`src/mem_sys_pkg.sv`:
```
package mem_sys_pkg;

    localparam int ADDR_W = 32;
    localparam int DATA_W = 32;
    localparam int STRB_W = 4;
    localparam int ID_W   = 4;

    // sram window
    localparam logic [ADDR_W-1:0] MEM_BASE  = 32'h8000_0000;
    localparam int                MEM_WORDS = 1024;  // 4 KiB
    localparam int                MEM_IDX_W = 10;

    // requester ids, responses are routed back by these
    localparam logic [ID_W-1:0] ID_FETCH = 4'd0;
    localparam logic [ID_W-1:0] ID_LSU   = 4'd1;

    localparam logic [1:0] RESP_OKAY   = 2'b00;
    localparam logic [1:0] RESP_SLVERR = 2'b10;

    localparam logic [1:0] SIZE_B = 2'd0;
    localparam logic [1:0] SIZE_H = 2'd1;
    localparam logic [1:0] SIZE_W = 2'd2;

    // one data word, whole or split into lanes
    typedef union packed {
        logic [DATA_W-1:0]      w;
        logic [STRB_W-1:0][7:0] b;
        logic [1:0][15:0]       h;
    } mem_word_t;

endpackage

```
`src/fetch_port.sv`:
```
`timescale 1ns/1ps

module fetch_port (
    input  logic                            clk,
    input  logic                            rst,

    input  logic                            fetch_req,
    input  logic [mem_sys_pkg::ADDR_W-1:0]  fetch_addr,
    output logic                            fetch_busy,
    output logic                            fetch_done,
    output logic [mem_sys_pkg::DATA_W-1:0]  fetch_inst,
    output logic                            fetch_err,

    output logic                            arvalid,
    input  logic                            arready,
    output logic [mem_sys_pkg::ADDR_W-1:0]  araddr,
    output logic [mem_sys_pkg::ID_W-1:0]    arid,
    input  logic                            rvalid,
    output logic                            rready,
    input  logic [mem_sys_pkg::DATA_W-1:0]  rdata,
    input  logic [1:0]                      rresp,
    input  logic [mem_sys_pkg::ID_W-1:0]    rid
);

    logic start;
    logic r_hs;

    assign start  = fetch_req && !fetch_busy;
    assign r_hs   = rvalid && rready;
    assign arid   = mem_sys_pkg::ID_FETCH;
    assign rready = fetch_busy;

    always_ff @(posedge clk or posedge rst) begin
        if (rst) begin
            fetch_busy <= 1'b0;
            fetch_done <= 1'b0;
            arvalid    <= 1'b0;
        end else begin
            fetch_done <= 1'b0;
            if (start) begin
                fetch_busy <= 1'b1;
                arvalid    <= 1'b1;
            end
            if (arvalid && arready)
                arvalid <= 1'b0;
            if (r_hs) begin
                fetch_busy <= 1'b0;
                fetch_done <= 1'b1;
            end
        end
    end

    always_ff @(posedge clk) begin
        if (start)
            araddr <= fetch_addr;
        if (r_hs) begin
            fetch_inst <= rdata;
            // a foreign id counts as a failed fetch
            fetch_err  <= rresp != mem_sys_pkg::RESP_OKAY || rid != mem_sys_pkg::ID_FETCH;
        end
    end

endmodule

```
`config.mk`:
```
export PLATFORM = sky130hd
export DESIGN_NAME = fetch_port
export DESIGN_NICKNAME = d
export VERILOG_FILES = /design/src/mem_sys_pkg.sv /design/src/fetch_port.sv
export SDC_FILE = /design/constraint.sdc
export NUM_CORES = 1
export LEC_CHECK = 0
export CAP_MARGIN = 40
export CORE_MARGIN = 4
export CORE_UTILIZATION = 40
export DETAILED_ROUTE_END_ITERATION = 8
export DONT_BUFFER_PORTS = 1
export PLACE_DENSITY_LB_ADDON = 0.2
export SLEW_MARGIN = 20
export SYNTH_ARGS = -nofsm -noshare
export SYNTH_HDL_FRONTEND = slang
export SYNTH_SLANG_ARGS = --single-unit
```
`constraint.sdc`:
```
create_clock -name clk -period 3.1 [get_ports clk]
set_clock_uncertainty 0.15 [all_clocks]
set_input_delay 0.31 -clock clk [delete_from_list [all_inputs] [get_ports clk]]
set_output_delay 0.31 -clock clk [all_outputs]
set_load 0.05 [all_outputs]
```
==> results of run 1 <==
per-stage QoR:
step	hold slack, ns	setup slack [ns]	instance area (µm²)	util (%)
final	0.146	0.986	3120	60.6
after global routing	0.145	0.937	3120	60.6
after CTS	0.123	1.00	3120	60.6
after detailed placement	-0.0704	1.44	2210	43.0
after global placement	-0.0747	1.47	2210	43.0
after floorplan	-0.0864	0.978	2140	-
synthesized netlist by cell type:
master    count  area (µm²)
edfxtp_1     65        1950
buf_4         5        37.5
dfrtp_1       3        75.1
inv_1         3        11.3
and2_1        1        6.26
conb_1        1        3.75
mux2i_1       1        10.0
nand2_1       1        3.75
nand2b_4      1        13.8
nor2_1        1        3.75
nor4_1        1        6.26
o21ai_0       1        5.00
critical path, delay by kind of cell:
family / cells / cell delay, ns
simple gates: 2 / 0.12
buf+inv: 3 / 1.62
what timing repair did:
item | in CTS | in global routing
endpoints found under the hold margin | 70 | 0
setup buffers | 0 | 0
hold buffers | 72 | 0
gates resized for setup | 0 | 0
power groups by stage:
stage / clock, W / sequential [W] / combinational [W]
global placement: 0 / 0.00134 / 0.0000702
detailed placement: 0 / 0.00134 / 0.0000722
CTS: 0.000678 / 0.00132 / 0.000148
finish: 0.000655 / 0.00132 / 0.000149
global route: 0.000746 / 0.00133 / 0.000160
floorplan: 0 / 0.00134 / 0.0000555
routing by layer:
metal | track usage [%] | part of all wire (%) | routed length, µm
met3 | 11.1 | 17 | 731
met1 | 10.8 | 32 | 1400
met4 | 9.63 | 1.2 | 55
met5 | 0 | 0 | 0
met2 | 23.4 | 51 | 2240
registers in the layout, summed over array words and instances (netlist names):
signal	flops
araddr	32
arvalid	1
fetch_busy	1
fetch_done	1
fetch_err	1
fetch_inst	32
logic make-up after synthesis:
family	count (synthesis)	synth area share [%]
AOI/OAI and AO/OA	1	0.235
buffers and inverters	8	2.29
DFF	68	95.2
muxes	1	0.470
other	1	0.176
and+or+nand+nor	5	1.59
how the worst max path moves through the flow:
| stage | startpoint | endpoint | cells after the start |
|---|---|---|---|
| final | rid[2] | fetch_err | 5 |
| after global routing | rid[2] | fetch_err | 5 |
| after global placement | fetch_busy | fetch_inst[10] | 3 |
| after floorplan | fetch_busy | fetch_err | 1 |
| after CTS | rid[2] | fetch_err | 5 |
| after detailed placement | fetch_busy | araddr[24] | 4 |
cell type report:
class | instances | share of cell area [%]
Timing Repair Buffer | 75 | 23.8
Clock buffer | 11 | 4.22
Clock inverter | 5 | 1.69
Sequential cell | 68 | 65.0
Tap cell | 70 | 2.81
Inverter | 3 | 0.361
Multi-Input combinational cell | 11 | 2.05
==> results.json, run 1 <==
{
  "cts_tree": "yes",
  "diodes": 0,
  "fp-row-count": 26,
  "grt_overflow": 0,
  "critPathMostFrequentCell": "dlygate4sd3_1",
  "worstSetupStartpointType": "input pin",
  "grt_pass1_vias": 1177,
  "grt_pass1_wl_um": 6000,
  "multi_input_area_um2": 63.8,
  "avgViaCountPerCell": 4.36,
  "path_max_fanout": 1,
  "drtPass1Iterations": 2,
  "syn_area_per_cell_um2": 25.3,
  "finalCritPeriodShare_pct": 68.2,
  "clk_latency_ns": 0.33,
  "drt-initial-drc-count": 23,
  "antenna_found_initial": 0,
  "tns_ns": 0,
  "layoutNonFillerInstCount": 243,
  "switching_power_w": 0.000594,
  "maxCapViolations": 0,
  "slew_viol_final": 0,
  "worstSetupPathType": "in2reg",
  "cts_buffers": 9,
  "grt_max_degree": 35,
  "drive_above_1_share_pct": 9.25,
  "power.total_w": 0.00213,
  "core-area_mm2": 0.00514,
  "dp_hpwl_um": 2800,
  "clkTransAtPathRegs_ns": 0.07,
  "synth_warnings": 0,
  "ir_drop_uv": 419,
  "grt_setup_unrepaired": "false",
  "reg2reg_setup_slack_ns": 1.33,
  "gp_congestion": 0.699,
  "totalWireLength_um": 4420,
  "grtUsageTotal_pct": 14.0,
  "cts_sinks": 68,
  "ant_nets": 0,
  "comb_power_share_pct": 7.0,
  "critical_path.slowest_cell": "dlygate4sd3_1",
  "cts_buffer_depth": 2,
  "rr_worst_depth": 4,
  "path_cells": "dlygate4sd3_1 > nor2_1 > dlygate4sd3_1 > nand2_1 > dlygate4sd3_1",
  "synth_seq_cells": 68,
  "critPathArrivalTime_ns": 2.05,
  "hp-class": "in2async",
  "die_area_mm2": 0.00655,
  "initial_core_util_pct": 41.4,
  "syn_area_mm2": 0.00213,
  "vias": 1060,
  "routedWlPerCell_um": 18.2,
  "final_cell_mix": "dlygate4sd3_1, edfxtp_1, clkbuf_8",
  "yosysSeqAreaShare_pct": 95.2,
  "seqPwrFrac_pct": 62.2,
  "h-tree-depth": 3,
  "numPortBuffers": 0,
  "leakage_nw": 1.10,
  "setup_viol": 0,
  "fin_crit_ns": 2.11,
  "power_density_mw_per_mm2": 682,
  "place_inst": 155,
  "end_kind": "register",
  "r2r_start": "fetch_busy",
  "clockPowerShare_pct": 30.8,
  "boundaryPins": 148,
  "register_area_mm2": 0.00203,
  "r2r_end": "fetch_busy",
  "die-height_um": 80.9,
  "p_sw_share_pct": 27.9,
  "required_ns": 3.04,
  "mostFrequentLayoutCell": "dlygate4sd3_1",
  "die_width_um": 80.9,
  "netlist_instances": 84,
  "drc": 0,
  "root_buffer": "clkbuf_8",
  "critPathMaxStageDelay_ns": 0.54,
  "finalHoldViolCount": 0,
  "nFillCells": 377,
  "nets": 243,
  "area_growth_pct": 46.4,
  "p_int_w": 0.00153,
  "outcome": "finished clean",
  "synthDistinctLibCells": 12,
  "max_freq_mhz": 473
}
(Power assumes the default switching activity.)
==> run 2, diff against run 1 <==
clock period = 2.17 ns   (was 3.1 ns; I/O delays follow)
==> results.json, run 2 (synthesis results as in run 1) <==
{
  "setup_viol": 0,
  "fin_crit_ns": 2.14,
  "postCtsSetupRepairBufs": 0,
  "worstSetupStartpointType": "input pin",
  "tns_ns": 0,
  "cts_resized": 0,
  "cts_sinks": 68,
  "drtPass1Iterations": 2,
  "die_area_mm2": 0.00655,
  "avgViaCountPerCell": 4.49,
  "hp-class": "in2async",
  "dp_hpwl_um": 2820,
  "diodes": 0,
  "totalWireLength_um": 4590,
  "grtUsageTotal_pct": 14.3,
  "gp_congestion": 0.706,
  "multi_input_area_um2": 63.8,
  "die_width_um": 80.9,
  "grt_pass1_wl_um": 6180,
  "boundaryPins": 148,
  "grt_max_degree": 35,
  "max_freq_mhz": 468,
  "drt-initial-drc-count": 10,
  "mostFrequentLayoutCell": "dlygate4sd3_1",
  "slew_viol_final": 0,
  "ctsHoldBuffers": 72,
  "cts_tree": "yes",
  "root_buffer": "clkbuf_8",
  "path_max_fanout": 1,
  "ir_drop_uv": 503,
  "area_growth_pct": 48.3,
  "core-area_mm2": 0.00514,
  "finalHoldViolCount": 0,
  "leakage_nw": 1.12,
  "vias": 1091,
  "clk_latency_ns": 0.32,
  "numPortBuffers": 0,
  "clkTransAtPathRegs_ns": 0.06,
  "die-height_um": 80.9,
  "ant_nets": 0,
  "required_ns": 2.09,
  "worstSetupPathType": "in2reg",
  "fp-row-count": 26,
  "nFillCells": 390,
  "reg.largest.list": "araddr (32), fetch_inst (32)",
  "maxCapViolations": 0,
  "grt_pass1_vias": 1161,
  "finalCritPeriodShare_pct": 98.5,
  "end_kind": "register",
  "final_cell_mix": "dlygate4sd3_1, edfxtp_1, clkbuf_8",
  "grt_setup_unrepaired": "false",
  "power_density_mw_per_mm2": 983,
  "routedWlPerCell_um": 18.9,
  "drive_above_1_share_pct": 9.83,
  "outcome": "finished clean",
  "h-tree-depth": 3,
  "finish.utilization_pct": 61.4,
  "antenna_found_initial": 0,
  "cts_buffers": 9,
  "initial_core_util_pct": 41.4,
  "drc": 0,
  "cts_buffer_depth": 2,
  "nets": 243,
  "grt_overflow": 0,
  "register_area_mm2": 0.00203,
  "critPathArrivalTime_ns": 2.06
}
## run 2: changes by cell type in the layout (fill, tap and decap cells not counted), sizes merged
cell	change
clkinvlp	-2
clkbuf	+3
clkinv	-1
## run 2: worst paths after layout
check | to | from | slack, ns | cells after the start
max in group asynchronous | fetch_done | rst | 1.68 | 2
hold / removal | arvalid | rst | 0.06 | 2
setup / recovery | fetch_err | rid[2] | 0.03 | 5
setup reg to reg | fetch_busy | fetch_busy | 0.52 | 4
min in group clk | fetch_done | rvalid | 0.15 | 2
hold reg to reg | fetch_done | fetch_busy | 0.65 | 2
## run 2: per-layer routing
layer | vias up | global-route usage [%] | wire length [µm] | share of wire (%)
met3 | 6 | 10.4 | 704 | 15
li1 | 483 | - | - | -
met1 | 498 | 11.4 | 1530 | 33
met2 | 104 | 24.6 | 2280 | 50
met4 | 0 | 8.11 | 81 | 1.8
met5 | - | 0 | 0 | 0
## run 2: layout make-up
cell class | instances | area share, %
Clock buffer | 14 | 5.15
Clock inverter | 2 | 1.11
Inverter | 3 | 0.357
Multi-Input combinational cell | 11 | 2.02
Sequential cell | 68 | 64.2
Tap cell | 70 | 2.78
Timing Repair Buffer | 75 | 24.3
## run 2: per-stage QoR
stage | worst slack, ns | hold slack (ns) | std cells | cell area (µm²) | power (W)
2_1_floorplan | 0.0485 | -0.179 | 87 | 2140 | 0.00199
3_3_place_gp | 0.911 | -0.168 | 155 | 2240 | 0.00203
3_5_place_dp | 0.868 | -0.166 | 155 | 2240 | 0.00203
4_1_cts | 0.153 | 0.0300 | 243 | 3160 | 0.00314
5_1_grt | 0.0117 | 0.0267 | 243 | 3160 | 0.00325
6_report | 0.0325 | 0.0589 | 243 | 3160 | 0.00310
## run 2: power by group
part / total [W] / internal, W / switching (W)
Combinational: 0.000222 / 0.000116 / 0.000106
Sequential: 0.00189 / 0.00156 / 0.000332
Clock: 0.000990 / 0.000593 / 0.000397
## run 2: critical path, cell delays in order
cell	delay, ns
dlygate4sd3_1	0.54
nor2_1	0.08
dlygate4sd3_1	0.57
nand2_1	0.07
dlygate4sd3_1	0.57
