===== config.mk =====
export PLATFORM = sky130hd
export DESIGN_NAME = lsu_port
export DESIGN_NICKNAME = d
export VERILOG_FILES = /design/src/mem_sys_pkg.sv /design/src/lsu_port.sv
export SDC_FILE = /design/constraint.sdc
export NUM_CORES = 1
export LEC_CHECK = 0
export BUFFER_PORTS_ARGS = -buffer_cell sky130_fd_sc_hd__buf_4
export CAP_MARGIN = 15
export CORE_MARGIN = 10
export CORE_UTILIZATION = 46
export CTS_BUF_LIST = sky130_fd_sc_hd__clkbuf_4 sky130_fd_sc_hd__clkbuf_8
export DETAILED_ROUTE_END_ITERATION = 10
export HOLD_SLACK_MARGIN = 0.15
export PLACE_DENSITY = 0.82
export SETUP_SLACK_MARGIN = 0.02
export SYNTH_ARGS = -nofsm -noshare
export SYNTH_HDL_FRONTEND = slang
export SYNTH_SLANG_ARGS = --single-unit

===== constraint.sdc =====
create_clock -name clk -period 6.4 [get_ports clk]
set_clock_uncertainty 0.2 [all_clocks]
set_input_delay 0.96 -clock clk [delete_from_list [all_inputs] [get_ports clk]]
set_output_delay 0.96 -clock clk [all_outputs]
set_load 0.005 [all_outputs]

===== src/mem_sys_pkg.sv =====
package mem_sys_pkg;

    localparam int ADDR_W = 32;
    localparam int DATA_W = 32;
    localparam int STRB_W = 4;
    localparam int ID_W   = 4;

    // sram window
    localparam logic [ADDR_W-1:0] MEM_BASE  = 32'h8000_0000;
    localparam int                MEM_WORDS = 1024;  // 4 KiB
    localparam int                MEM_IDX_W = 10;

    // requester ids, responses are routed back by these
    localparam logic [ID_W-1:0] ID_FETCH = 4'd0;
    localparam logic [ID_W-1:0] ID_LSU   = 4'd1;

    localparam logic [1:0] RESP_OKAY   = 2'b00;
    localparam logic [1:0] RESP_SLVERR = 2'b10;

    localparam logic [1:0] SIZE_B = 2'd0;
    localparam logic [1:0] SIZE_H = 2'd1;
    localparam logic [1:0] SIZE_W = 2'd2;

    // one data word, whole or split into lanes
    typedef union packed {
        logic [DATA_W-1:0]      w;
        logic [STRB_W-1:0][7:0] b;
        logic [1:0][15:0]       h;
    } mem_word_t;

endpackage


===== src/lsu_port.sv =====
`timescale 1ns/1ps

module lsu_port (
    input  logic                            clk,
    input  logic                            rst,

    input  logic                            lsu_req,
    input  logic                            lsu_we,
    input  logic [mem_sys_pkg::ADDR_W-1:0]  lsu_addr,
    input  logic [1:0]                      lsu_size,
    input  logic                            lsu_unsigned,
    input  logic [mem_sys_pkg::DATA_W-1:0]  lsu_wdata,
    output logic                            lsu_busy,
    output logic                            lsu_done,
    output logic [mem_sys_pkg::DATA_W-1:0]  lsu_rdata,
    output logic                            lsu_err,

    output logic                            arvalid,
    input  logic                            arready,
    output logic [mem_sys_pkg::ADDR_W-1:0]  araddr,
    output logic [mem_sys_pkg::ID_W-1:0]    arid,
    input  logic                            rvalid,
    output logic                            rready,
    input  logic [mem_sys_pkg::DATA_W-1:0]  rdata,
    input  logic [1:0]                      rresp,
    input  logic [mem_sys_pkg::ID_W-1:0]    rid,

    output logic                            awvalid,
    input  logic                            awready,
    output logic [mem_sys_pkg::ADDR_W-1:0]  awaddr,
    output logic [mem_sys_pkg::ID_W-1:0]    awid,
    output logic                            wvalid,
    input  logic                            wready,
    output logic [mem_sys_pkg::DATA_W-1:0]  wdata,
    output logic [mem_sys_pkg::STRB_W-1:0]  wstrb,
    input  logic                            bvalid,
    output logic                            bready,
    input  logic [1:0]                      bresp,
    input  logic [mem_sys_pkg::ID_W-1:0]    bid
);

    logic                               start;
    logic                               misalign;
    logic                               r_hs;
    logic                               b_hs;
    logic [mem_sys_pkg::ADDR_W-1:0]     addr_q;
    logic [1:0]                         size_q;
    logic                               uns_q;
    logic [mem_sys_pkg::DATA_W-1:0]     wdata_q;
    mem_sys_pkg::mem_word_t             wd;
    mem_sys_pkg::mem_word_t             rw;
    logic [7:0]                         lane_b;
    logic [15:0]                        lane_h;
    logic [mem_sys_pkg::DATA_W-1:0]     ld;

    assign start    = lsu_req && !lsu_busy;
    assign misalign = (lsu_size == mem_sys_pkg::SIZE_H && lsu_addr[0]) ||
                      (lsu_size == mem_sys_pkg::SIZE_W && lsu_addr[1:0] != 2'b00);
    assign r_hs     = rvalid && rready;
    assign b_hs     = bvalid && bready;

    assign araddr = addr_q;
    assign awaddr = addr_q;
    assign arid   = mem_sys_pkg::ID_LSU;
    assign awid   = mem_sys_pkg::ID_LSU;
    assign wvalid = awvalid;  // aw and w go out together
    assign rready = lsu_busy;
    assign bready = lsu_busy;
    assign wdata  = wd.w;

    // store lanes
    always_comb begin
        wd.w  = wdata_q;
        wstrb = 4'b1111;
        case (size_q)
            mem_sys_pkg::SIZE_B: begin
                for (int i = 0; i < mem_sys_pkg::STRB_W; i++)
                    wd.b[i] = wdata_q[7:0];
                wstrb = 4'b0001 << addr_q[1:0];
            end
            mem_sys_pkg::SIZE_H: begin
                wd.h[0] = wdata_q[15:0];
                wd.h[1] = wdata_q[15:0];
                wstrb   = 4'b0011 << addr_q[1:0];
            end
            default: ;
        endcase
    end

    // load lane pick and extend
    assign rw.w   = rdata;
    assign lane_b = rw.b[addr_q[1:0]];
    assign lane_h = rw.h[addr_q[1]];

    always_comb begin
        case (size_q)
            mem_sys_pkg::SIZE_B: ld = {{24{lane_b[7] && !uns_q}}, lane_b};
            mem_sys_pkg::SIZE_H: ld = {{16{lane_h[15] && !uns_q}}, lane_h};
            default:             ld = rw.w;
        endcase
    end

    always_ff @(posedge clk or posedge rst) begin
        if (rst) begin
            lsu_busy <= 1'b0;
            lsu_done <= 1'b0;
            arvalid  <= 1'b0;
            awvalid  <= 1'b0;
        end else begin
            lsu_done <= 1'b0;
            if (start && misalign) begin
                lsu_done <= 1'b1;  // no bus access
            end else if (start) begin
                lsu_busy <= 1'b1;
                arvalid  <= !lsu_we;
                awvalid  <= lsu_we;
            end
            if (arvalid && arready)
                arvalid <= 1'b0;
            if (awvalid && awready)
                awvalid <= 1'b0;
            if (r_hs || b_hs) begin
                lsu_busy <= 1'b0;
                lsu_done <= 1'b1;
            end
        end
    end

    always_ff @(posedge clk) begin
        if (start) begin
            addr_q  <= lsu_addr;
            size_q  <= lsu_size;
            uns_q   <= lsu_unsigned;
            wdata_q <= lsu_wdata;
            if (misalign)
                lsu_err <= 1'b1;
        end
        if (r_hs) begin
            lsu_rdata <= ld;
            lsu_err   <= rresp != mem_sys_pkg::RESP_OKAY || rid != mem_sys_pkg::ID_LSU;
        end
        if (b_hs)
            lsu_err <= bresp != mem_sys_pkg::RESP_OKAY || bid != mem_sys_pkg::ID_LSU;
    end

endmodule


==> impl_metrics.yaml, run 1 <==
status:
  outcome: "finished, final reports clean"
yosys:
  synthTopCellsByCount: "100 x edfxtp_1, 53 x buf_4, 49 x nand2_1, 26 x nor2_1, 17 x mux2i_1"
  syn_area_sq_um: 4910
  synth-edff-count: 100
  yosysWarnings: 0
  synthArstFlopShare_pct: 3.85
  yosysMostFrequentCell: "edfxtp_1"
  synth_cells: 380
  synth_top_area_share_pct: 61.1
  yosys-top-cells-area: "edfxtp_1 61%, buf_4 8.1%, nand2_1 3.7%"
  synth_cell_types: 41
  avgSynthCellArea_sq_um: 12.9
  synth-main-ff-cell: "edfxtp_1"
  synth_area_leader_cell: "edfxtp_1"
  ys_ff_latch: 104
  yosysSeqAreaShare_pct: 63.2
clock_tree:
  cts.sinks: 104
  cts-resized-gates: 0
  cts_tree: "done"
  numCtsBuffers: 9
  clk_pin_slew_ns: 0.09
  cts_hold_buf: 0
  clock-root-buffer: "clkbuf_8"
  clock_path_buffers: 2
  clk_latency_ns: 0.36
  cts_setup_buffers: 0
  h-tree-depth: 3
flow_run:
  maxCapViolCount: 0
floorplanning:
  chipHeight_microns: 123
  design.core.area_sq_um: 10400
  die_area_sq_um: 15200
  start_util_pct: 47.4
  rows: 37
  ios: 268
  chipWidth_microns: 123
power:
  vdd_drop_max_mv: 0.161
  leakagePower_nw: 2.92
  power_per_cell_area_nw_per_um2: 227
timing:
  period_needed_ns: 3.45
  setup_viol: 0
  hold_ws_ns: 0.273
  rsz0062_at_grt: "no"
  fmax_ghz: 0.290
  min_period_over_period_pct: 53.9
  slew_violations: 0
  finalHoldViolCount: 0
  tns_ns: 0
  relSlewSlack_pct: 43.9
  worstMarginPinSlew_ns: 0.842
critical_path:
  cp.required_ns: 5.24
  r2r-start: "size_q[1]"
  cp.arrival_ns: 2.29
  crit_path_top_delay_cell: "clkinv_1"
  cp-startpoint: "size_q[1]"
  crit_top_cell: "buf_4"
  cp_max_fo: 38
  crit_buf_inv: 3
  critPathTopFamily: "buffers and inverters"
  slowest_delay_ns: 0.71
  setup.worst_path.start_class: "flip-flop"
  path_cells: "buf_4 -> clkinv_1 -> o211ai_1 -> buf_4"
  crit_path_end_kind: "primary output"
  critPathKind: "flip-flop to primary output"
finish:
  drive_gt1_share_pct: 50.4
  nNetsFinal: 707
  fillers: 763
  antennaDiodeCount: 0
  fin_util_pct: 65.0
  stdcell_count: 727
  area_growth_pct: 37.2
route:
  detail-route-antenna-nets: 0
  drt_wl_total_mm: 14.9
  wl_per_cell_microns: 20.5
  vias: 3754
  post-route-drc-count: 0
  firstDrtPassIters: 6
  routed_via_density: 5.16
  drt_iter0_drc: 456
global_route:
  grt_overflow: 0
  grt_max_degree: 71
  grt_pass1_wl_mm: 21.5
  track_usage_pct: 18.6
  grt_pass1_vias: 3918
  antenna_found_initial: 0
place:
  placed_cells: 712
  hpwl_mm: 11.7
  gp_congestion: 0.868
  io_buffers: 258
worst_hold_path:
  worstHoldPathType: "input pin to async pin"
## path summary, 6_finish.rpt
path,slack (ns),cells past startpoint,end
max,2.95,4,wstrb[2]
min reg2reg,0.39,2,awvalid
max in group asynchronous,5.57,2,lsu_done
max reg2reg,3.80,4,lsu_rdata[22]
min in group clk,0.39,2,awvalid
min,0.27,2,arvalid
## report_power, final
| group | internal, mW | leakage (nW) | total (mW) | switching (mW) |
|---|---|---|---|---|
| clock network | 0.145 | 0.0901 | 0.361 | 0.216 |
| logic | 0.177 | 1.84 | 0.325 | 0.148 |
| registers | 0.812 | 0.995 | 0.842 | 0.0305 |
| total | 1.13 | 2.92 | 1.53 | 0.395 |
## worst reg2reg max path: stages, from the launching register on
cell,delay (ns)
edfxtp_1,0.33
buf_4,0.36
clkinv_1,0.71
o31a_1,0.55
o22ai_1,0.28
## layer usage
layer	GRT usage [%]	share of wire, %
met1	18.6	33
met2	33.6	52
met3	8.20	13
met4	6.84	2.4
met5	0	0
## flip-flops by register name (all words and copies together) (netlist names)
register   cells
uns_q          1
wdata_q       32
bready         1
awvalid        1
lsu_rdata     32
lsu_done       1
lsu_err        1
arvalid        1
araddr        32
size_q         2
## area by class of cell
type / instances / area [sq um] / area share (%)
Timing Repair Buffer: 263 / 1970 / 29.3
Clock buffer: 10 / 131 / 1.95
Inverter: 5 / 18.8 / 0.278
Clock inverter: 5 / 32.5 / 0.483
Multi-Input combinational cell: 204 / 1310 / 19.4
Sequential cell: 104 / 3100 / 46.0
Tap cell: 136 / 170 / 2.52
## layout by cell type, fill, tap and decap left out, types with 2 or more instances in the layout
master / Yosys / routed
a21oi_1: 12 / 12
nand3b_1: 2 / 2
mux2i_1: 17 / 17
o221ai_1: 5 / 5
nor2_1: 26 / 26
dfrtp_1: 4 / 4
nor4b_1: 2 / 2
nor2b_4: 1 / 2
edfxtp_1: 100 / 100
o21ai_0: 15 / 15
nor2b_1: 12 / 11
conb_1: 2 / 8
a221o_1: 8 / 8
inv_1: 4 / 4
o22ai_1: 16 / 16
inv_6: 0 / 2
mux2_2: 9 / 9
buf_4: 53 / 263
clkbuf_8: 0 / 9
o221ai_2: 4 / 4
clkinv_2: 0 / 3
nand2_1: 49 / 49
mux2_4: 2 / 2
## cell families (layout without fill, tap and decap cells)
kind of cell | Yosys count | in the layout | share of synthesized area [%]
flip-flops | 104 | 104 | 63.2
AND/OR/NAND/NOR | 100 | 100 | 9.38
buffers and inverters | 78 | 283 | 10.8
AO/OA/AOI/OAI | 66 | 66 | 9.68
multiplexers | 29 | 29 | 6.68
other | 2 | 8 | 0.153
XOR/XNOR | 1 | 1 | 0.178
## through the flow
step / cell area [sq um] / power, mW / setup slack (ns)
2_1_floorplan: 4930 / 1.01 / 0.742
3_3_place_gp: 6580 / 1.18 / 3.39
3_5_place_dp: 6580 / 1.19 / 3.36
4_1_cts: 6740 / 1.54 / 2.94
5_1_grt: 6740 / 1.60 / 2.78
6_report: 6740 / 1.53 / 2.95
(Power assumes the default switching activity.)
==> run 2, diff against run 1 <==
Clock period 6.4 ns to 3.4 ns, I/O delays scaled along.
==> run 2 against run 1 <==
Net effect: die area did not move; design area rose by 11%; via count rose by 11%; non-clock buffer count rose by 70; global-route usage rose by 3.5 points; core utilization rose by 7.2 points; first-iteration DRC count fell by 12%; sequential share of layout area fell by 4.6 points; worst setup slack got worse by 2.3 ns; routed wire length rose by 19%; critical endpoint is now wdata[14].
==> impl_metrics.yaml, run 2 (same netlist as run 1, synthesis figures left out) <==
place:
  io_buffers: 258
  gp_congestion: 0.951
  hpwl_mm: 12.0
  place_ws_ns: 1.07
critical_path:
  setup.worst_path.start_class: "flip-flop"
  crit_top_cell: "nand2_1"
  cp.required_ns: 2.69
  cp.arrival_ns: 2.07
  slowest_delay_ns: 0.69
  crit_path_top_delay_cell: "nor2_1"
  critPathTopFamily: "simple AND/OR/NAND/NOR gates"
  critPathKind: "flip-flop to primary output"
  crit_buf_inv: 1
  path_cells: "nor2_1 -> nand2_1 -> nand2_1 -> buf_4"
  cp_max_fo: 13
  crit_path_end_kind: "primary output"
timing:
  postLayoutSetupSlackWorst_ns: 0.621
  period_needed_ns: 2.78
  setup_viol: 0
  rsz0062_at_grt: "no"
  slew_violations: 0
  fmax_ghz: 0.360
  worstMarginPinSlew_ns: 0.789
  relSlewSlack_pct: 47.2
  tns_ns: 0
  finalHoldViolCount: 0
  min_period_over_period_pct: 81.7
route:
  firstDrtPassIters: 5
  routed_via_density: 5.23
  vias: 4175
  drt_wl_total_mm: 17.7
  wl_per_cell_microns: 22.2
  post-route-drc-count: 0
  drt_iter0_drc: 402
  detail-route-antenna-nets: 0
status:
  outcome: "finished, final reports clean"
finish:
  nNetsFinal: 777
  layout_commonest_cell: "buf_4"
  area_growth_pct: 52.4
  drive_gt1_share_pct: 45.5
  layout_common_cells: "264 x buf_4, 100 x edfxtp_1, 68 x dlygate4sd3_1"
clock_tree:
  clk_pin_slew_ns: 0.09
  clock-root-buffer: "clkbuf_8"
  h-tree-depth: 3
  clock_path_buffers: 2
  numCtsBuffers: 9
  cts.sinks: 104
  cts_tree: "done"
  clk_latency_ns: 0.35
global_route:
  antenna_found_initial: 1
  grt_pass1_wl_mm: 25.3
  grt_overflow: 0
  grt_pass1_vias: 4412
  track_usage_pct: 22.1
  grt_max_degree: 54
floorplanning:
  die_area_sq_um: 15200
  start_util_pct: 47.4
  design.core.area_sq_um: 10400
  rows: 37
  ios: 268
  chipWidth_microns: 123
  chipHeight_microns: 123
power:
  clkPwrFrac_pct: 25.2
  leakagePower_nw: 3.24
  vdd_drop_max_mv: 0.248
  p_seq_share_pct: 52.0
  switchingPower_uw: 793
  power_per_cell_area_nw_per_um2: 410
  swShare_pct: 25.9
  internal_power_mw: 2.28
  combPwrFrac_pct: 22.8
worst_hold_path:
  worstHoldPathType: "input pin to flip-flop"
flow_run:
  maxCapViolCount: 0
run 2: cell types whose count changed in the layout (fill, tap and decap cells not counted):
cell           previous run  this run
buf_12                    0         1
diode_2                   0         1
clkbuf_4                  1         2
bufinv_16                 0         1
buf_4                   263       264
dlygate4sd3_1             0        68
clkinv_2                  3         2
inv_6                     2         0
clkinv_4                  0         2
run 2: worst paths after layout:
path | startpoint | endpoint | slack [ns] | cells past startpoint
worst max-delay path | size_q[1] | wdata[14] | 0.62 | 4
worst min-delay path | rvalid | bready | 0.20 | 4
worst max register to register | araddr[0] | lsu_rdata[11] | 1.07 | 3
worst min register to register | awvalid | awvalid | 0.41 | 2
max in group asynchronous | rst | lsu_done | 2.42 | 3
min in group asynchronous | rst | awvalid | 0.40 | 3
run 2: area by class of cell:
type | count | area (sq um)
timing repair buffer | 333 | 2680
sequential | 104 | 3100
antenna | 1 | 2.50
clock buffer | 11 | 139
multi-input combinational | 204 | 1310
inverter | 5 | 18.8
fill | 652 | 2890
clock inverter | 5 | 57.6
tap | 136 | 170
run 2: metrics by stage:
stage                     hold WS, ns  area [sq um]  total power [mW]  instances  util (%)
after detailed placement        0.220          6600              2.24        714      63.7
after global placement          0.208          6600              2.22        714      63.7
after global routing            0.204          7480              3.19        799      72.2
after floorplan                0.0761          4940              1.90        386         -
after CTS                       0.180          7480              3.06        798      72.1
final                           0.197          7480              3.07        799      72.2
run 2: metal layers:
metal | vias up | global-route usage [%] | wire length, microns
met3 | 41 | 8.07 | 2130
met4 | 0 | 11.0 | 648
met2 | 291 | 39.1 | 9060
li1 | 1885 | - | -
met1 | 1958 | 22.5 | 5890
met5 | - | 0 | 0
run 2: worst min-delay path: stages:
cell	delay, ns
buf_4	0.08
nor2_1	0.03
nand2_1	0.05
nand2_1	0.04
run 2: timing repair:
item                      4_1_cts  5_1_grt
buffers inserted                0        0
hold endpoints to repair       71        0
resized for setup               0        0
hold buffers                   68        0
run 2: power groups by stage:
stage          clock [mW]  sequential (mW)  combinational [mW]
3_3_place_gp            0             1.61               0.610
5_1_grt             0.836             1.60               0.747
4_1_cts             0.781             1.59               0.691
2_1_floorplan           0             1.60               0.300
6_report            0.773             1.59               0.701
3_5_place_dp            0             1.62               0.625
