## src/mem_sys_pkg.sv

```systemverilog
package mem_sys_pkg;

    localparam int ADDR_W = 32;
    localparam int DATA_W = 32;
    localparam int STRB_W = 4;
    localparam int ID_W   = 4;

    // sram window
    localparam logic [ADDR_W-1:0] MEM_BASE  = 32'h8000_0000;
    localparam int                MEM_WORDS = 1024;  // 4 KiB
    localparam int                MEM_IDX_W = 10;

    // requester ids, responses are routed back by these
    localparam logic [ID_W-1:0] ID_FETCH = 4'd0;
    localparam logic [ID_W-1:0] ID_LSU   = 4'd1;

    localparam logic [1:0] RESP_OKAY   = 2'b00;
    localparam logic [1:0] RESP_SLVERR = 2'b10;

    localparam logic [1:0] SIZE_B = 2'd0;
    localparam logic [1:0] SIZE_H = 2'd1;
    localparam logic [1:0] SIZE_W = 2'd2;

    // one data word, whole or split into lanes
    typedef union packed {
        logic [DATA_W-1:0]      w;
        logic [STRB_W-1:0][7:0] b;
        logic [1:0][15:0]       h;
    } mem_word_t;

endpackage

```

## src/axi_arbiter.sv

```systemverilog
`timescale 1ns/1ps

module axi_arbiter (
    input  logic                            clk,
    input  logic                            rst,

    // master 0
    input  logic                            m0_arvalid, m0_awvalid, m0_wvalid,
    output logic                            m0_arready, m0_awready, m0_wready,
    input  logic [mem_sys_pkg::ADDR_W-1:0]  m0_araddr, m0_awaddr,
    input  logic [mem_sys_pkg::ID_W-1:0]    m0_arid, m0_awid,
    input  logic [mem_sys_pkg::DATA_W-1:0]  m0_wdata,
    input  logic [mem_sys_pkg::STRB_W-1:0]  m0_wstrb,
    output logic                            m0_rvalid, m0_bvalid,
    input  logic                            m0_rready, m0_bready,
    output logic [mem_sys_pkg::DATA_W-1:0]  m0_rdata,
    output logic [1:0]                      m0_rresp, m0_bresp,
    output logic [mem_sys_pkg::ID_W-1:0]    m0_rid, m0_bid,

    // master 1
    input  logic                            m1_arvalid, m1_awvalid, m1_wvalid,
    output logic                            m1_arready, m1_awready, m1_wready,
    input  logic [mem_sys_pkg::ADDR_W-1:0]  m1_araddr, m1_awaddr,
    input  logic [mem_sys_pkg::ID_W-1:0]    m1_arid, m1_awid,
    input  logic [mem_sys_pkg::DATA_W-1:0]  m1_wdata,
    input  logic [mem_sys_pkg::STRB_W-1:0]  m1_wstrb,
    output logic                            m1_rvalid, m1_bvalid,
    input  logic                            m1_rready, m1_bready,
    output logic [mem_sys_pkg::DATA_W-1:0]  m1_rdata,
    output logic [1:0]                      m1_rresp, m1_bresp,
    output logic [mem_sys_pkg::ID_W-1:0]    m1_rid, m1_bid,

    // slave
    output logic                            s_arvalid, s_awvalid, s_wvalid,
    input  logic                            s_arready, s_awready, s_wready,
    output logic [mem_sys_pkg::ADDR_W-1:0]  s_araddr, s_awaddr,
    output logic [mem_sys_pkg::ID_W-1:0]    s_arid, s_awid,
    output logic [mem_sys_pkg::DATA_W-1:0]  s_wdata,
    output logic [mem_sys_pkg::STRB_W-1:0]  s_wstrb,
    input  logic                            s_rvalid, s_bvalid,
    output logic                            s_rready, s_bready,
    input  logic [mem_sys_pkg::DATA_W-1:0]  s_rdata,
    input  logic [1:0]                      s_rresp, s_bresp,
    input  logic [mem_sys_pkg::ID_W-1:0]    s_rid, s_bid
);

    logic locked;  // grant held until the response
    logic gnt;     // 0 = m0, 1 = m1
    logic last;
    logic req0;
    logic req1;
    logic sel;
    logic r_m1;
    logic b_m1;

    assign req0 = m0_arvalid || m0_awvalid;
    assign req1 = m1_arvalid || m1_awvalid;

    always_comb begin
        if (locked)
            sel = gnt;
        else if (req0 && req1)
            sel = !last;  // tie goes to the other one
        else
            sel = req1;
    end

    assign s_arvalid = sel ? m1_arvalid : m0_arvalid;
    assign s_araddr  = sel ? m1_araddr  : m0_araddr;
    assign s_arid    = sel ? m1_arid    : m0_arid;
    assign s_awvalid = sel ? m1_awvalid : m0_awvalid;
    assign s_awaddr  = sel ? m1_awaddr  : m0_awaddr;
    assign s_awid    = sel ? m1_awid    : m0_awid;
    assign s_wvalid  = sel ? m1_wvalid  : m0_wvalid;
    assign s_wdata   = sel ? m1_wdata   : m0_wdata;
    assign s_wstrb   = sel ? m1_wstrb   : m0_wstrb;

    assign m0_arready = !sel && s_arready;
    assign m0_awready = !sel && s_awready;
    assign m0_wready  = !sel && s_wready;
    assign m1_arready = sel && s_arready;
    assign m1_awready = sel && s_awready;
    assign m1_wready  = sel && s_wready;

    // responses follow their id
    assign r_m1 = s_rid == mem_sys_pkg::ID_LSU;
    assign b_m1 = s_bid == mem_sys_pkg::ID_LSU;

    assign m0_rvalid = s_rvalid && s_rid == mem_sys_pkg::ID_FETCH;
    assign m1_rvalid = s_rvalid && r_m1;
    assign s_rready  = r_m1 ? m1_rready : m0_rready;
    assign m0_bvalid = s_bvalid && s_bid == mem_sys_pkg::ID_FETCH;
    assign m1_bvalid = s_bvalid && b_m1;
    assign s_bready  = b_m1 ? m1_bready : m0_bready;

    assign m0_rdata = s_rdata;
    assign m1_rdata = s_rdata;
    assign m0_rresp = s_rresp;
    assign m1_rresp = s_rresp;
    assign m0_rid   = s_rid;
    assign m1_rid   = s_rid;
    assign m0_bresp = s_bresp;
    assign m1_bresp = s_bresp;
    assign m0_bid   = s_bid;
    assign m1_bid   = s_bid;

    always_ff @(posedge clk or posedge rst) begin
        if (rst) begin
            locked <= 1'b0;
            gnt    <= 1'b0;
            last   <= 1'b1;  // fetch wins the first tie
        end else if (!locked) begin
            if ((s_arvalid && s_arready) || (s_awvalid && s_awready)) begin
                locked <= 1'b1;
                gnt    <= sel;
                last   <= sel;
            end
        end else if ((s_rvalid && s_rready) || (s_bvalid && s_bready)) begin
            locked <= 1'b0;
        end
    end

endmodule

```

## config.mk

```make
export PLATFORM = sky130hd
export DESIGN_NAME = axi_arbiter
export DESIGN_NICKNAME = d
export VERILOG_FILES = /design/src/mem_sys_pkg.sv /design/src/axi_arbiter.sv
export SDC_FILE = /design/constraint.sdc
export NUM_CORES = 1
export LEC_CHECK = 0
export BUFFER_PORTS_ARGS = -buffer_cell sky130_fd_sc_hd__buf_2
export CAP_MARGIN = 20
export CELL_PAD_IN_SITES_DETAIL_PLACEMENT = 1
export CELL_PAD_IN_SITES_GLOBAL_PLACEMENT = 1
export CORE_AREA = 2 2 188 190
export CTS_CLUSTER_DIAMETER = 80
export DETAILED_ROUTE_END_ITERATION = 10
export DIE_AREA = 0 0 190 192
export PLACE_DENSITY = 0.59
export SLEW_MARGIN = 0
export SYNTH_ARGS = -nofsm -noshare
export SYNTH_HDL_FRONTEND = slang
export SYNTH_SLANG_ARGS = --single-unit
export TNS_END_PERCENT = 10
```

## constraint.sdc

```tcl
create_clock -name clk -period 1.5 [get_ports clk]
set_clock_uncertainty 0.1 [all_clocks]
set_input_delay 0.075 -clock clk [delete_from_list [all_inputs] [get_ports clk]]
set_output_delay 0.075 -clock clk [all_outputs]
set_load 0.02 [all_outputs]
```

==> results of run 1 <==
-- flip-flops by register name, indices dropped and copies added, names as in the netlist --
name,cells
last,1
locked,1
gnt,1
-- through the flow --
stage / instances / power (mW) / area (sq um) / util [%]
6_report: 1256 / 14.37 / 5667 / 16.53
3_5_place_dp: 1231 / 8.677 / 4242 / 12.37
5_1_grt: 1256 / 15.27 / 5667 / 16.53
4_1_cts: 1249 / 11.85 / 4920 / 14.35
2_1_floorplan: 492 / 5.742 / 2370 / -
3_3_place_gp: 1231 / 8.603 / 4242 / 12.37
-- cell families (layout without fill, tap and decap cells) --
family / count (synthesis) / count (layout) / synth area share, %
mux: 3 / 3 / 1.390
buf+inv: 119 / 428 / 34.06
simple gates: 354 / 354 / 57.27
flops: 3 / 3 / 3.262
compound gates: 13 / 13 / 4.011
-- cell usage after synthesis --
cell      count  share of area [%]
mux2_2        2               0.96
mux2i_1       1               0.43
a21oi_1       1               0.21
o21ai_0       4               0.86
buf_2        16                3.4
nand2_1     336                 54
dfstp_2       1                1.1
or2_1         1               0.27
clkbuf_1      8                1.3
buf_4        88                 28
a221oi_1      1               0.37
o22ai_1       1               0.27
and3_1        2               0.53
o21a_1        2               0.64
a22o_1        2               0.75
o31ai_2       1               0.53
dfrtp_1       2                2.1
nor2_1       12                1.9
inv_1         7                1.1
nor3_1        3               0.64
o32ai_1       1               0.37
-- worst paths after layout --
| path | startpoint | to | slack (ns) | cells past startpoint |
|---|---|---|---|---|
| setup / recovery | last | s_awaddr[31] | -0.48 | 9 |
| hold / removal | s_rdata[13] | m1_rdata[13] | 0.05 | 0 |
| setup reg to reg | last | locked | -0.35 | 6 |
| hold reg to reg | last | last | 0.54 | 3 |
| max in group asynchronous | rst | last | 0.88 | 3 |
| min in group asynchronous | rst | gnt | 0.19 | 3 |
-- critical path, cell delays in order (launching register included) --
cell	delay (ns)
dfstp_2	0.53
o21a_4	0.15
nor3_4	0.05
nor2_4	0.12
buf_12	0.15
buf_12	0.14
buf_16	0.15
nand2_1	0.06
nand2_1	0.07
buf_6	0.13
-- power breakdown --
group / internal, mW / total, mW / switching (mW) / leakage (nW)
sequential: 0.136 / 0.192 / 0.0553 / 0.0336
clock: 0.351 / 0.425 / 0.0745 / 0.0382
combinational: 6.21 / 13.8 / 7.54 / 3.18
-- cell usage in the layout, fill, tap and decap left out, drive strengths merged --
| master | synthesis | layout |
|---|---|---|
| dfstp | 1 | 1 |
| o31ai | 1 | 1 |
| dfrtp | 2 | 2 |
| mux2 | 2 | 2 |
| clkbuf | 8 | 11 |
| nor3 | 3 | 3 |
| o22ai | 1 | 1 |
| or2 | 1 | 1 |
| inv | 7 | 7 |
| nand2 | 336 | 336 |
| o32ai | 1 | 1 |
| a22o | 2 | 2 |
| a21oi | 1 | 1 |
| mux2i | 1 | 1 |
| and3 | 2 | 2 |
| nor2 | 12 | 12 |
| o21a | 2 | 2 |
| a221oi | 1 | 1 |
| o21ai | 4 | 4 |
| dlygate4sd3 | 0 | 1 |
| buf | 104 | 409 |
-- cell type report --
cell class              instances  share of cell area (%)
repair buffers                417                   56.26
flip-flops and latches          3                   1.369
inverters                       7                  0.4637
well taps                     455                   10.05
multi-input cells             370                   30.47
clock buffers                   4                   1.391
-- timing repair --
item	CTS	global route
gates resized for setup	106	192
endpoints found under the setup margin	120	120
pin swaps	2	29
gates cloned	7	7
endpoints found under the hold margin	3	0
hold buffers	1	0
buffers inserted	6	1
-- metal layers --
metal  global-route usage, %  share of wire [%]
met1                   9.868                 38
met2                   16.33                 50
met5                       0                  0
met3                   2.540                9.0
met4                   2.504                3.0
==> summary.txt, run 1 <==
Run status
  – Status: complete, but fails checks
  – Failing checks: negative setup slack

Detailed routing
  – Wirelength, routed: 20090 um
  – Iter 0 DRT Violations: 82
  – Vias post-DR: 4251
  – First-pass iteration count of the detailed router: 4
  – Vias per Instance: roughly 3.4
  – Post-route DRC: 0
  – ANT nets after route: 0
  – Drt wl/cell: 16.00 um

Placed design
  – GPL Wtd Cong: ~0.76
  – Pre-CTS setup slack: -0.3798 ns
  – Port buffer count: 379
  – Hpwl dp: 13530 um

Clock network
  – Clk slew on worst S/H paths: 0.03 ns
  – Max clock buf depth: 2
  – TritonCTS buffer count: 3
  – H-tree Lvls: 1
  – Clock Sinks: 3
  – Clk Latency, worst-skew pair: ~0.22 ns
  – Root buffer cell: clkbuf_16
  – CTS tree: done

Die
  – Die area: 36480 sq um
  – # IOs: 488
  – Num rows: 68
  – Core box area: 34290 sq um
  – Die width: 190 um
  – Die Span Y: 192 um
  – Initial Utilization: 6.824%

Min path
  – Min-Delay Path Class: in -> out

Global route
  – Initial antenna violation count: 0
  – GRT Total Usage: 8.861%
  – First-pass GRT wire length: 24570 um
  – Vias in the first global route: 4207
  – Pin count of the biggest net entering global routing: 34
  – Global route total overflow: 0

Setup path
  – CP Capture Type: output port
  – CP Class: reg -> out
  – Crit Path Max Fanout: 8
  – Critical path required time: about 1.3 ns
  – CP Launch Type: flip-flop
  – Crit path DAT: 1.80 ns

Synth
  – Synthesis-stage register bit count: 3
  – Unique cell type count in the Yosys netlist: 21
  – Mapped Area: around 2300 sq um
  – Avg Inst Size Synth: 4.756 sq um
  – Post-Synthesis Net Count: approximately 770
  – Sequential cell area fraction in the yosys report: roughly 3.3%
  – Post-Synthesis Cells: 492
  – YS warnings: 0

Timing
  – Worst Tran Pin Value: 0.4218 ns
  – RSZ-0062 raised after global routing: yes
  – Period minus WS final: 1.975 ns
  – Final worst slack: -0.4752 ns
  – Slew Limit Headroom: between 70% and 80%
  – Pins Over Slew Limit: 0
  – Final period util: 131.7%
  – Final setup viols: 120
  – Setup_tns: -50.48 ns
  – Fmax achieved: 506.3 MHz
  – Hold Vio Cnt, Final: 0
  – Final hold slack: 0.05001 ns

Finish
  – Register area: 77.57 sq um
  – # fillers: 4298
  – Antenna cells: 0
  – Layout cell share with drive strength beyond 1: around three fifths
  – Multi-input gate area: 1727 sq um
  – Nets@finish: 1079
  – P&R area growth vs syn: 142.2%

Power
  – Peak supply drop: 0.8383 mV
  – Leak: between 3 and 4 nW
  – Pwr dens: between 2000 and 3000 nW/um^2

Flow run
  – Max-Cap Viols: 0
(Power assumes the default switching activity.)
==> run 2: changes to the inputs <==
--- a/config.mk
+++ b/config.mk
@@ -9,11 +9,11 @@
 export CAP_MARGIN = 20
 export CELL_PAD_IN_SITES_DETAIL_PLACEMENT = 1
 export CELL_PAD_IN_SITES_GLOBAL_PLACEMENT = 1
-export CORE_AREA = 2 2 188 190
+export CORE_AREA = 2 2 189 191
 export CTS_CLUSTER_DIAMETER = 80
 export DETAILED_ROUTE_END_ITERATION = 10
-export DIE_AREA = 0 0 190 192
-export PLACE_DENSITY = 0.59
+export DIE_AREA = 0 0 191 193
+export PLACE_DENSITY = 0.57
 export SLEW_MARGIN = 0
 export SYNTH_ARGS = -nofsm -noshare
 export SYNTH_HDL_FRONTEND = slang
==> constraint.sdc (replaced) <==
create_clock -name clk -period 2.6 [get_ports clk]
set_clock_uncertainty 0.1 [all_clocks]
set_input_delay 0.13 -clock clk [delete_from_list [all_inputs] [get_ports clk]]
set_output_delay 0.13 -clock clk [all_outputs]
set_load 0.02 [all_outputs]
==> run 2 against run 1 <==
Against the previous run: the flow now finishes without violations; wire length is 33% lower; worst setup slack better by 0.79 ns; combinational power is 67% lower; power is 66% lower; final cell count is 2.1% lower; register-to-register slack better by 1.1 ns; clock power is 42% lower; clock-buffer cell count stayed put; sequential share of layout area is 0.45 points higher; global-route usage is 2.7 points lower; flip-flop and latch count stayed put; cell area is 26% lower; critical path type unchanged.
==> summary.txt, run 2 (synthesis gave the netlist of run 1 again) <==
Clock network
  – Max clock buf depth: 2
  – Root buffer cell: clkbuf_16
  – Clock Sinks: 3
  – H-tree Lvls: 1
  – TritonCTS buffer count: 3
  – CTS-repair resized insts: 0
  – Clk Latency, worst-skew pair: 0.23 ns
  – CTS tree: done
  – Clk slew on worst S/H paths: around 0.030 ns

Power
  – Peak supply drop: 0.5614 mV
  – Leak: around 2.7 nW
  – Pwr dens: 1164 nW/um^2

Timing
  – Slew Limit Headroom: ~65%
  – RSZ-0062 raised after global routing: no
  – Worst Tran Pin Value: 0.5258 ns
  – Period minus WS final: 2.284 ns
  – Setup_tns: 0 ns
  – Final period util: 87.85%
  – Final setup viols: 0
  – Pins Over Slew Limit: 0
  – Fmax achieved: ~440 MHz
  – Hold Vio Cnt, Final: 0

Finish
  – Final instance area: 4205 sq um
  – Layout cell share with drive strength beyond 1: 50.91%
  – Register area: between 70 and 80 sq um
  – Biggest regs: gnt: 1 flops, last: 1 flops, locked: 1 flops
  – Nets@finish: 1046
  – P&R area growth vs syn: 79.73%
  – Commonest cells after routing, fill and taps aside: buf_2 (379), nand2_1 (336), nor2_1 (11), inv_1 (7), o21ai_0 (4)
  – # fillers: ~4500
  – Commonest non-fill, non-tap cell in the layout: buf_2
  – Multi-input gate area: 1483 sq um

Setup path
  – Critical path required time: roughly 2.4 ns
  – R2R depth: 6
  – Crit Path Max Fanout: 50
  – CP Launch Type: flip-flop
  – R2R Path End: locked
  – CP Capture Type: output port
  – Crit path DAT: 2.05 ns
  – CP Class: reg -> out
  – R2R setup slack: 0.73 ns
  – FF-to-FF Start: last

Min path
  – Hold_sp: s_rdata[22]
  – Hold path depth: 0
  – Hold worst-path end: m1_rdata[22]
  – Min-Delay Path Class: in -> out

Detailed routing
  – ANT nets after route: 0
  – Iter 0 DRT Violations: 39
  – Vias post-DR: 3882
  – Wirelength, routed: 13400 um
  – Drt wl/cell: about 11 um
  – Post-route DRC: 0
  – Vias per Instance: roughly 3.2
  – First-pass iteration count of the detailed router: 4

Global route
  – Vias in the first global route: 3691
  – Initial antenna violation count: 1
  – GRT Total Usage: 6.162%
  – Pin count of the biggest net entering global routing: 65
  – First-pass GRT wire length: 18300 um
  – Global route total overflow: 0

Die
  – # IOs: 488
  – Num rows: a little under 70
  – Core box area: 34960 sq um
  – Die Span Y: 193 um
  – Initial Utilization: 6.692%
  – Die width: 191 um
  – Die area: about 37000 sq um

Placed design
  – Post-DP Area: 4114 sq um
  – GPL Wtd Cong: between 0.6 and 0.7
  – Port buffer count: 379
  – Hpwl dp: 11760 um

Run status
  – Status: completed

Flow run
  – Max-Cap Viols: 0
run 2: cell count changes in the layout (fill, tap and decap cells not counted), moves of 6 or more:
cell       delta
buf_16        -9
buf_2       +103
buf_4        -18
buf_6        -98
clkbuf_16     -7
nand2_1      +63
nand2_2      -57
nand2_4       -6
run 2: worst max-delay path by stage:
stage | startpoint | to | slack (ns) | cells past startpoint
after floorplan | last | s_awaddr[10] | 0.80 | 7
after global placement | last | s_awaddr[10] | 0.55 | 7
after detailed placement | last | s_awaddr[10] | 0.52 | 7
after CTS | last | s_awaddr[10] | 0.28 | 7
after global routing | last | s_wdata[23] | 0.17 | 7
final | last | s_awaddr[10] | 0.32 | 7
run 2: per-layer routing:
layer	global-route usage [%]	wire length (um)	vias to the layer above
li1	-	-	1942
met5	0	0	-
met4	1.968	355	0
met3	1.810	1653	38
met2	12.39	6921	273
met1	5.954	4465	1629
run 2: critical path, stage by stage, from the launching register on:
cell     delay (ns)
dfstp_2        0.53
o21a_1         0.18
nor3_1         0.11
nor2_4         0.16
buf_4          0.43
nand2_1        0.10
nand2_1        0.09
buf_2          0.17
run 2: layout make-up:
cell class	instances	area share [%]
well taps	461	13.72
repair buffers	384	46.65
flip-flops and latches	3	1.815
inverters	7	0.6248
multi-input cells	370	35.26
clock buffers	4	1.874
diodes	1	0.05951
run 2: where the power goes:
group	internal [mW]	switching [mW]	total [mW]
Combinational	1.42	3.12	4.54
Sequential	0.0769	0.0276	0.104
Clock	0.203	0.0440	0.247
Total	1.70	3.20	4.89
run 2: what timing repair did:
| item | 4_1_cts | 5_1_grt |
|---|---|---|
| buffers inserted | 0 | 0 |
| hold buffers | 1 | 0 |
| setup endpoints to repair | 0 | 0 |
| endpoints found under the hold margin | 3 | 0 |
run 2: metrics by stage:
stage	setup slack, ns	total power [mW]	hold slack, ns	utilization [%]	std cells
3_5_place_dp	0.5185	4.768	-0.09902	11.77	1224
6_report	0.3159	4.893	0.1600	12.03	1230
3_3_place_gp	0.5453	4.724	-0.1039	11.77	1224
2_1_floorplan	0.8050	3.256	-0.2171	-	492
5_1_grt	0.1716	5.380	0.1601	12.02	1229
4_1_cts	0.2777	5.033	0.1602	12.02	1229
==> run 3: changes to the inputs <==
--- a/config.mk
+++ b/config.mk
@@ -5,15 +5,16 @@
 export SDC_FILE = /design/constraint.sdc
 export NUM_CORES = 1
 export LEC_CHECK = 0
+export ABC_AREA = 1
 export BUFFER_PORTS_ARGS = -buffer_cell sky130_fd_sc_hd__buf_2
 export CAP_MARGIN = 20
 export CELL_PAD_IN_SITES_DETAIL_PLACEMENT = 1
 export CELL_PAD_IN_SITES_GLOBAL_PLACEMENT = 1
-export CORE_AREA = 2 2 189 191
+export CORE_AREA = 2 2 191 193
 export CTS_CLUSTER_DIAMETER = 80
 export DETAILED_ROUTE_END_ITERATION = 10
-export DIE_AREA = 0 0 191 193
-export PLACE_DENSITY = 0.57
+export DIE_AREA = 0 0 193 195
+export PLACE_DENSITY = 0.56
 export SLEW_MARGIN = 0
 export SYNTH_ARGS = -nofsm -noshare
 export SYNTH_HDL_FRONTEND = slang
==> run 3 against run 2 <==
Against the previous run: core utilization decreased by 0.19 points; worst setup slack improved by 0.22 ns; largest cell class unchanged; critical path type unchanged; global-route usage is 0.28 points higher; hold slack lost 0.050 ns; sequential power is 12% lower; highest routed layer is now met5; combinational power fell by 6.2%; first-iteration DRC count decreased by 10%; register-to-register slack improved by 0.05 ns; critical endpoint is now s_wdata[12]; clock power is essentially flat.
==> summary.txt, run 3 <==
Placed design
  – GPL Wtd Cong: 0.7402
  – Port buffer count: ~380
  – Hpwl dp: 11920 um
  – Pre-CTS setup slack: 0.7200 ns

Power
  – Seq pwr share: 2.0%
  – Combinational Power Share: 92.6%
  – Pwr dens: 1097 nW/um^2
  – Switch share: between 60 and 70%
  – Total power: 4.597 mW
  – Leak: around 2.8 nW
  – Peak supply drop: 0.5906 mV
  – Int Pwr: 1.584 mW
  – Clock share of power: ~5.4%
  – Switching pwr: 3.012 mW

Detailed routing
  – Vias per Instance: 3.145
  – First-pass iteration count of the detailed router: 4
  – Vias post-DR: between 3000 and 4000
  – ANT nets after route: 0
  – Wirelength, routed: 13810 um
  – Post-route DRC: 0
  – Drt wl/cell: 11.14 um
  – Iter 0 DRT Violations: 35

Timing
  – Pins Over Slew Limit: 0
  – Hold Vio Cnt, Final: 0
  – Setup_tns: 0 ns
  – Slew Limit Headroom: about 65%
  – Final worst slack: 0.5387 ns
  – Fmax achieved: 485.1 MHz
  – Final setup viols: 0
  – Period minus WS final: 2.061 ns
  – Final period util: slightly below 80%
  – RSZ-0062 raised after global routing: no
  – Worst Tran Pin Value: approximately 0.53 ns

Global route
  – Pin count of the biggest net entering global routing: 116
  – Global route total overflow: 0
  – Vias in the first global route: 3832
  – Initial antenna violation count: 1
  – GRT Total Usage: approximately 6.4%
  – First-pass GRT wire length: 19100 um

Setup path
  – R2R depth: 10
  – Critical path's largest stage delay: 0.52 ns
  – Crit-path cells: o21ai_1, nand2_2, nand2_4, inv_4, buf_12, nand2_1, nand2_1, buf_2
  – FF-to-FF Start: locked
  – Slowest CP cell: dfstp_2
  – Crit Path Max Fanout: 49
  – Crit path DAT: 1.83 ns
  – CP Class: reg -> out
  – R2R Path End: gnt
  – R2R setup slack: slightly below 0.8 ns
  – CP Capture Type: output port
  – Critical path required time: 2.37 ns
  – Crit-path most repeated cell: nand2_1
  – CP Launch Type: flip-flop

Clock network
  – H-tree Lvls: 1
  – Clk slew on worst S/H paths: 0.03 ns
  – Clk Latency, worst-skew pair: 0.23 ns
  – CTS-repair resized insts: 0
  – TritonCTS buffer count: 3
  – CTS tree: done
  – CTS Hold Bufs: 1
  – Max clock buf depth: 2
  – Root buffer cell: clkbuf_16
  – Clock Sinks: 3
  – Post-CTS Setup Bufs: 0

Synth
  – Avg Inst Size Synth: 4.719 sq um
  – YS warnings: 0
  – Post-Synthesis Cells: 503
  – Sequential cell area fraction in the yosys report: 3.216%
  – Post-Synthesis Net Count: 780
  – Synthesis-stage register bit count: 3
  – Commonest cells in the netlist: nand2_1 (344), buf_4 (97), inv_1 (14)
  – Post-synth top area cell: nand2_1
  – Post-synth ARST share: 100.0%
  – Yosys top cell area share: 54.40%
  – EDFF count, synth: 0
  – Most common cell in the synthesized netlist: nand2_1
  – Unique cell type count in the Yosys netlist: 18
  – Top post-synthesis cells by area: nand2_1 (54%), buf_4 (31%), buf_2 (2.7%)
  – Ys flop type: dfrtp_1
  – Mapped Area: between 2000 and 2500 sq um

Die
  – Core box area: 35400 sq um
  – Die area: roughly 38000 sq um
  – Num rows: 69
  – # IOs: 488
  – Die Span Y: 195 um
  – Die width: 193 um
  – Initial Utilization: 6.706%

Min path
  – Min-Delay Path Class: in -> reg
  – Hold_sp: s_bvalid
  – Hold worst-path end: locked
  – Hold path depth: 4

Finish
  – Commonest non-fill, non-tap cell in the layout: buf_2
  – P&R area growth vs syn: 76.54%
  – Commonest cells after routing, fill and taps aside: buf_2 (379), nand2_1 (344), inv_1 (14), nor2_1 (12), nand3_1 (8)
  – Antenna cells: 0
  – Nets@finish: 1056
  – # fillers: 4580
  – Layout cell share with drive strength beyond 1: around half
  – Register area: 76.32 sq um
  – Biggest regs: gnt: 1 flops, last: 1 flops, locked: 1 flops
  – Multi-input gate area: 1433 sq um

Flow run
  – Max-Cap Viols: 0

Run status
  – Status: completed
-- run 3: final cells by class --
class                           count  area share (%)
Multi-Input combinational cell    373           34.19
Clock buffer                        4           1.881
Inverter                           15           1.403
Tap cell                          461           13.77
Sequential cell                     3           1.821
Timing Repair Buffer              383           46.94
-- run 3: worst max-delay path by stage --
stage	start	endpoint	slack, ns	cells past startpoint
global route	locked	s_awaddr[26]	0.35	7
detailed placement	locked	gnt	0.72	10
floorplan	last	s_araddr[15]	1.11	8
global placement	last	s_araddr[0]	0.76	8
CTS	locked	s_awaddr[26]	0.48	7
finish	last	s_wdata[12]	0.54	8
-- run 3: routing by layer --
metal / part of all wire (%) / vias to the layer above / GRT usage, %
met3: 13 / 28 / 1.833
met5: 0.094 / - / 0
li1: - / 1946 / -
met4: 2.0 / 2 / 1.936
met1: 34 / 1640 / 6.198
met2: 51 / 281 / 12.92
-- run 3: cell families after synthesis --
group	share of synthesized area, %
AND/OR/NAND/NOR	59.73
buffers and inverters	36.43
flip-flops	3.216
AO/OA/AOI/OAI	0.6324
-- run 3: power by group through the flow --
| stage | Clock [mW] | Combinational, mW | Sequential, mW |
|---|---|---|---|
| final | 0.247 | 4.26 | 0.0914 |
| after global routing | 0.257 | 4.75 | 0.0940 |
| after CTS | 0.253 | 4.38 | 0.0920 |
| after detailed placement | 0 | 4.36 | 0.0920 |
| after global placement | 0 | 4.32 | 0.0905 |
| after floorplan | 0 | 3.04 | 0.0865 |
-- run 3: worst max-delay path, delay by kind of cell (launching register included) --
family                 cells  cell delay, ns
and+or+nand+nor            4            0.36
DFF                        1            0.52
buffers and inverters      3            0.60
AOI/OAI and AO/OA          1            0.07
-- run 3: through the flow --
step / utilization [%] / hold slack [ns] / cell area [sq um] / cells
2_1_floorplan: - / -0.2171 / 2374 / 503
3_3_place_gp: 11.59 / -0.09978 / 4101 / 1234
5_1_grt: 11.84 / 0.1281 / 4190 / 1239
4_1_cts: 11.84 / 0.1072 / 4190 / 1239
3_5_place_dp: 11.59 / -0.09403 / 4101 / 1234
6_report: 11.84 / 0.1095 / 4190 / 1239
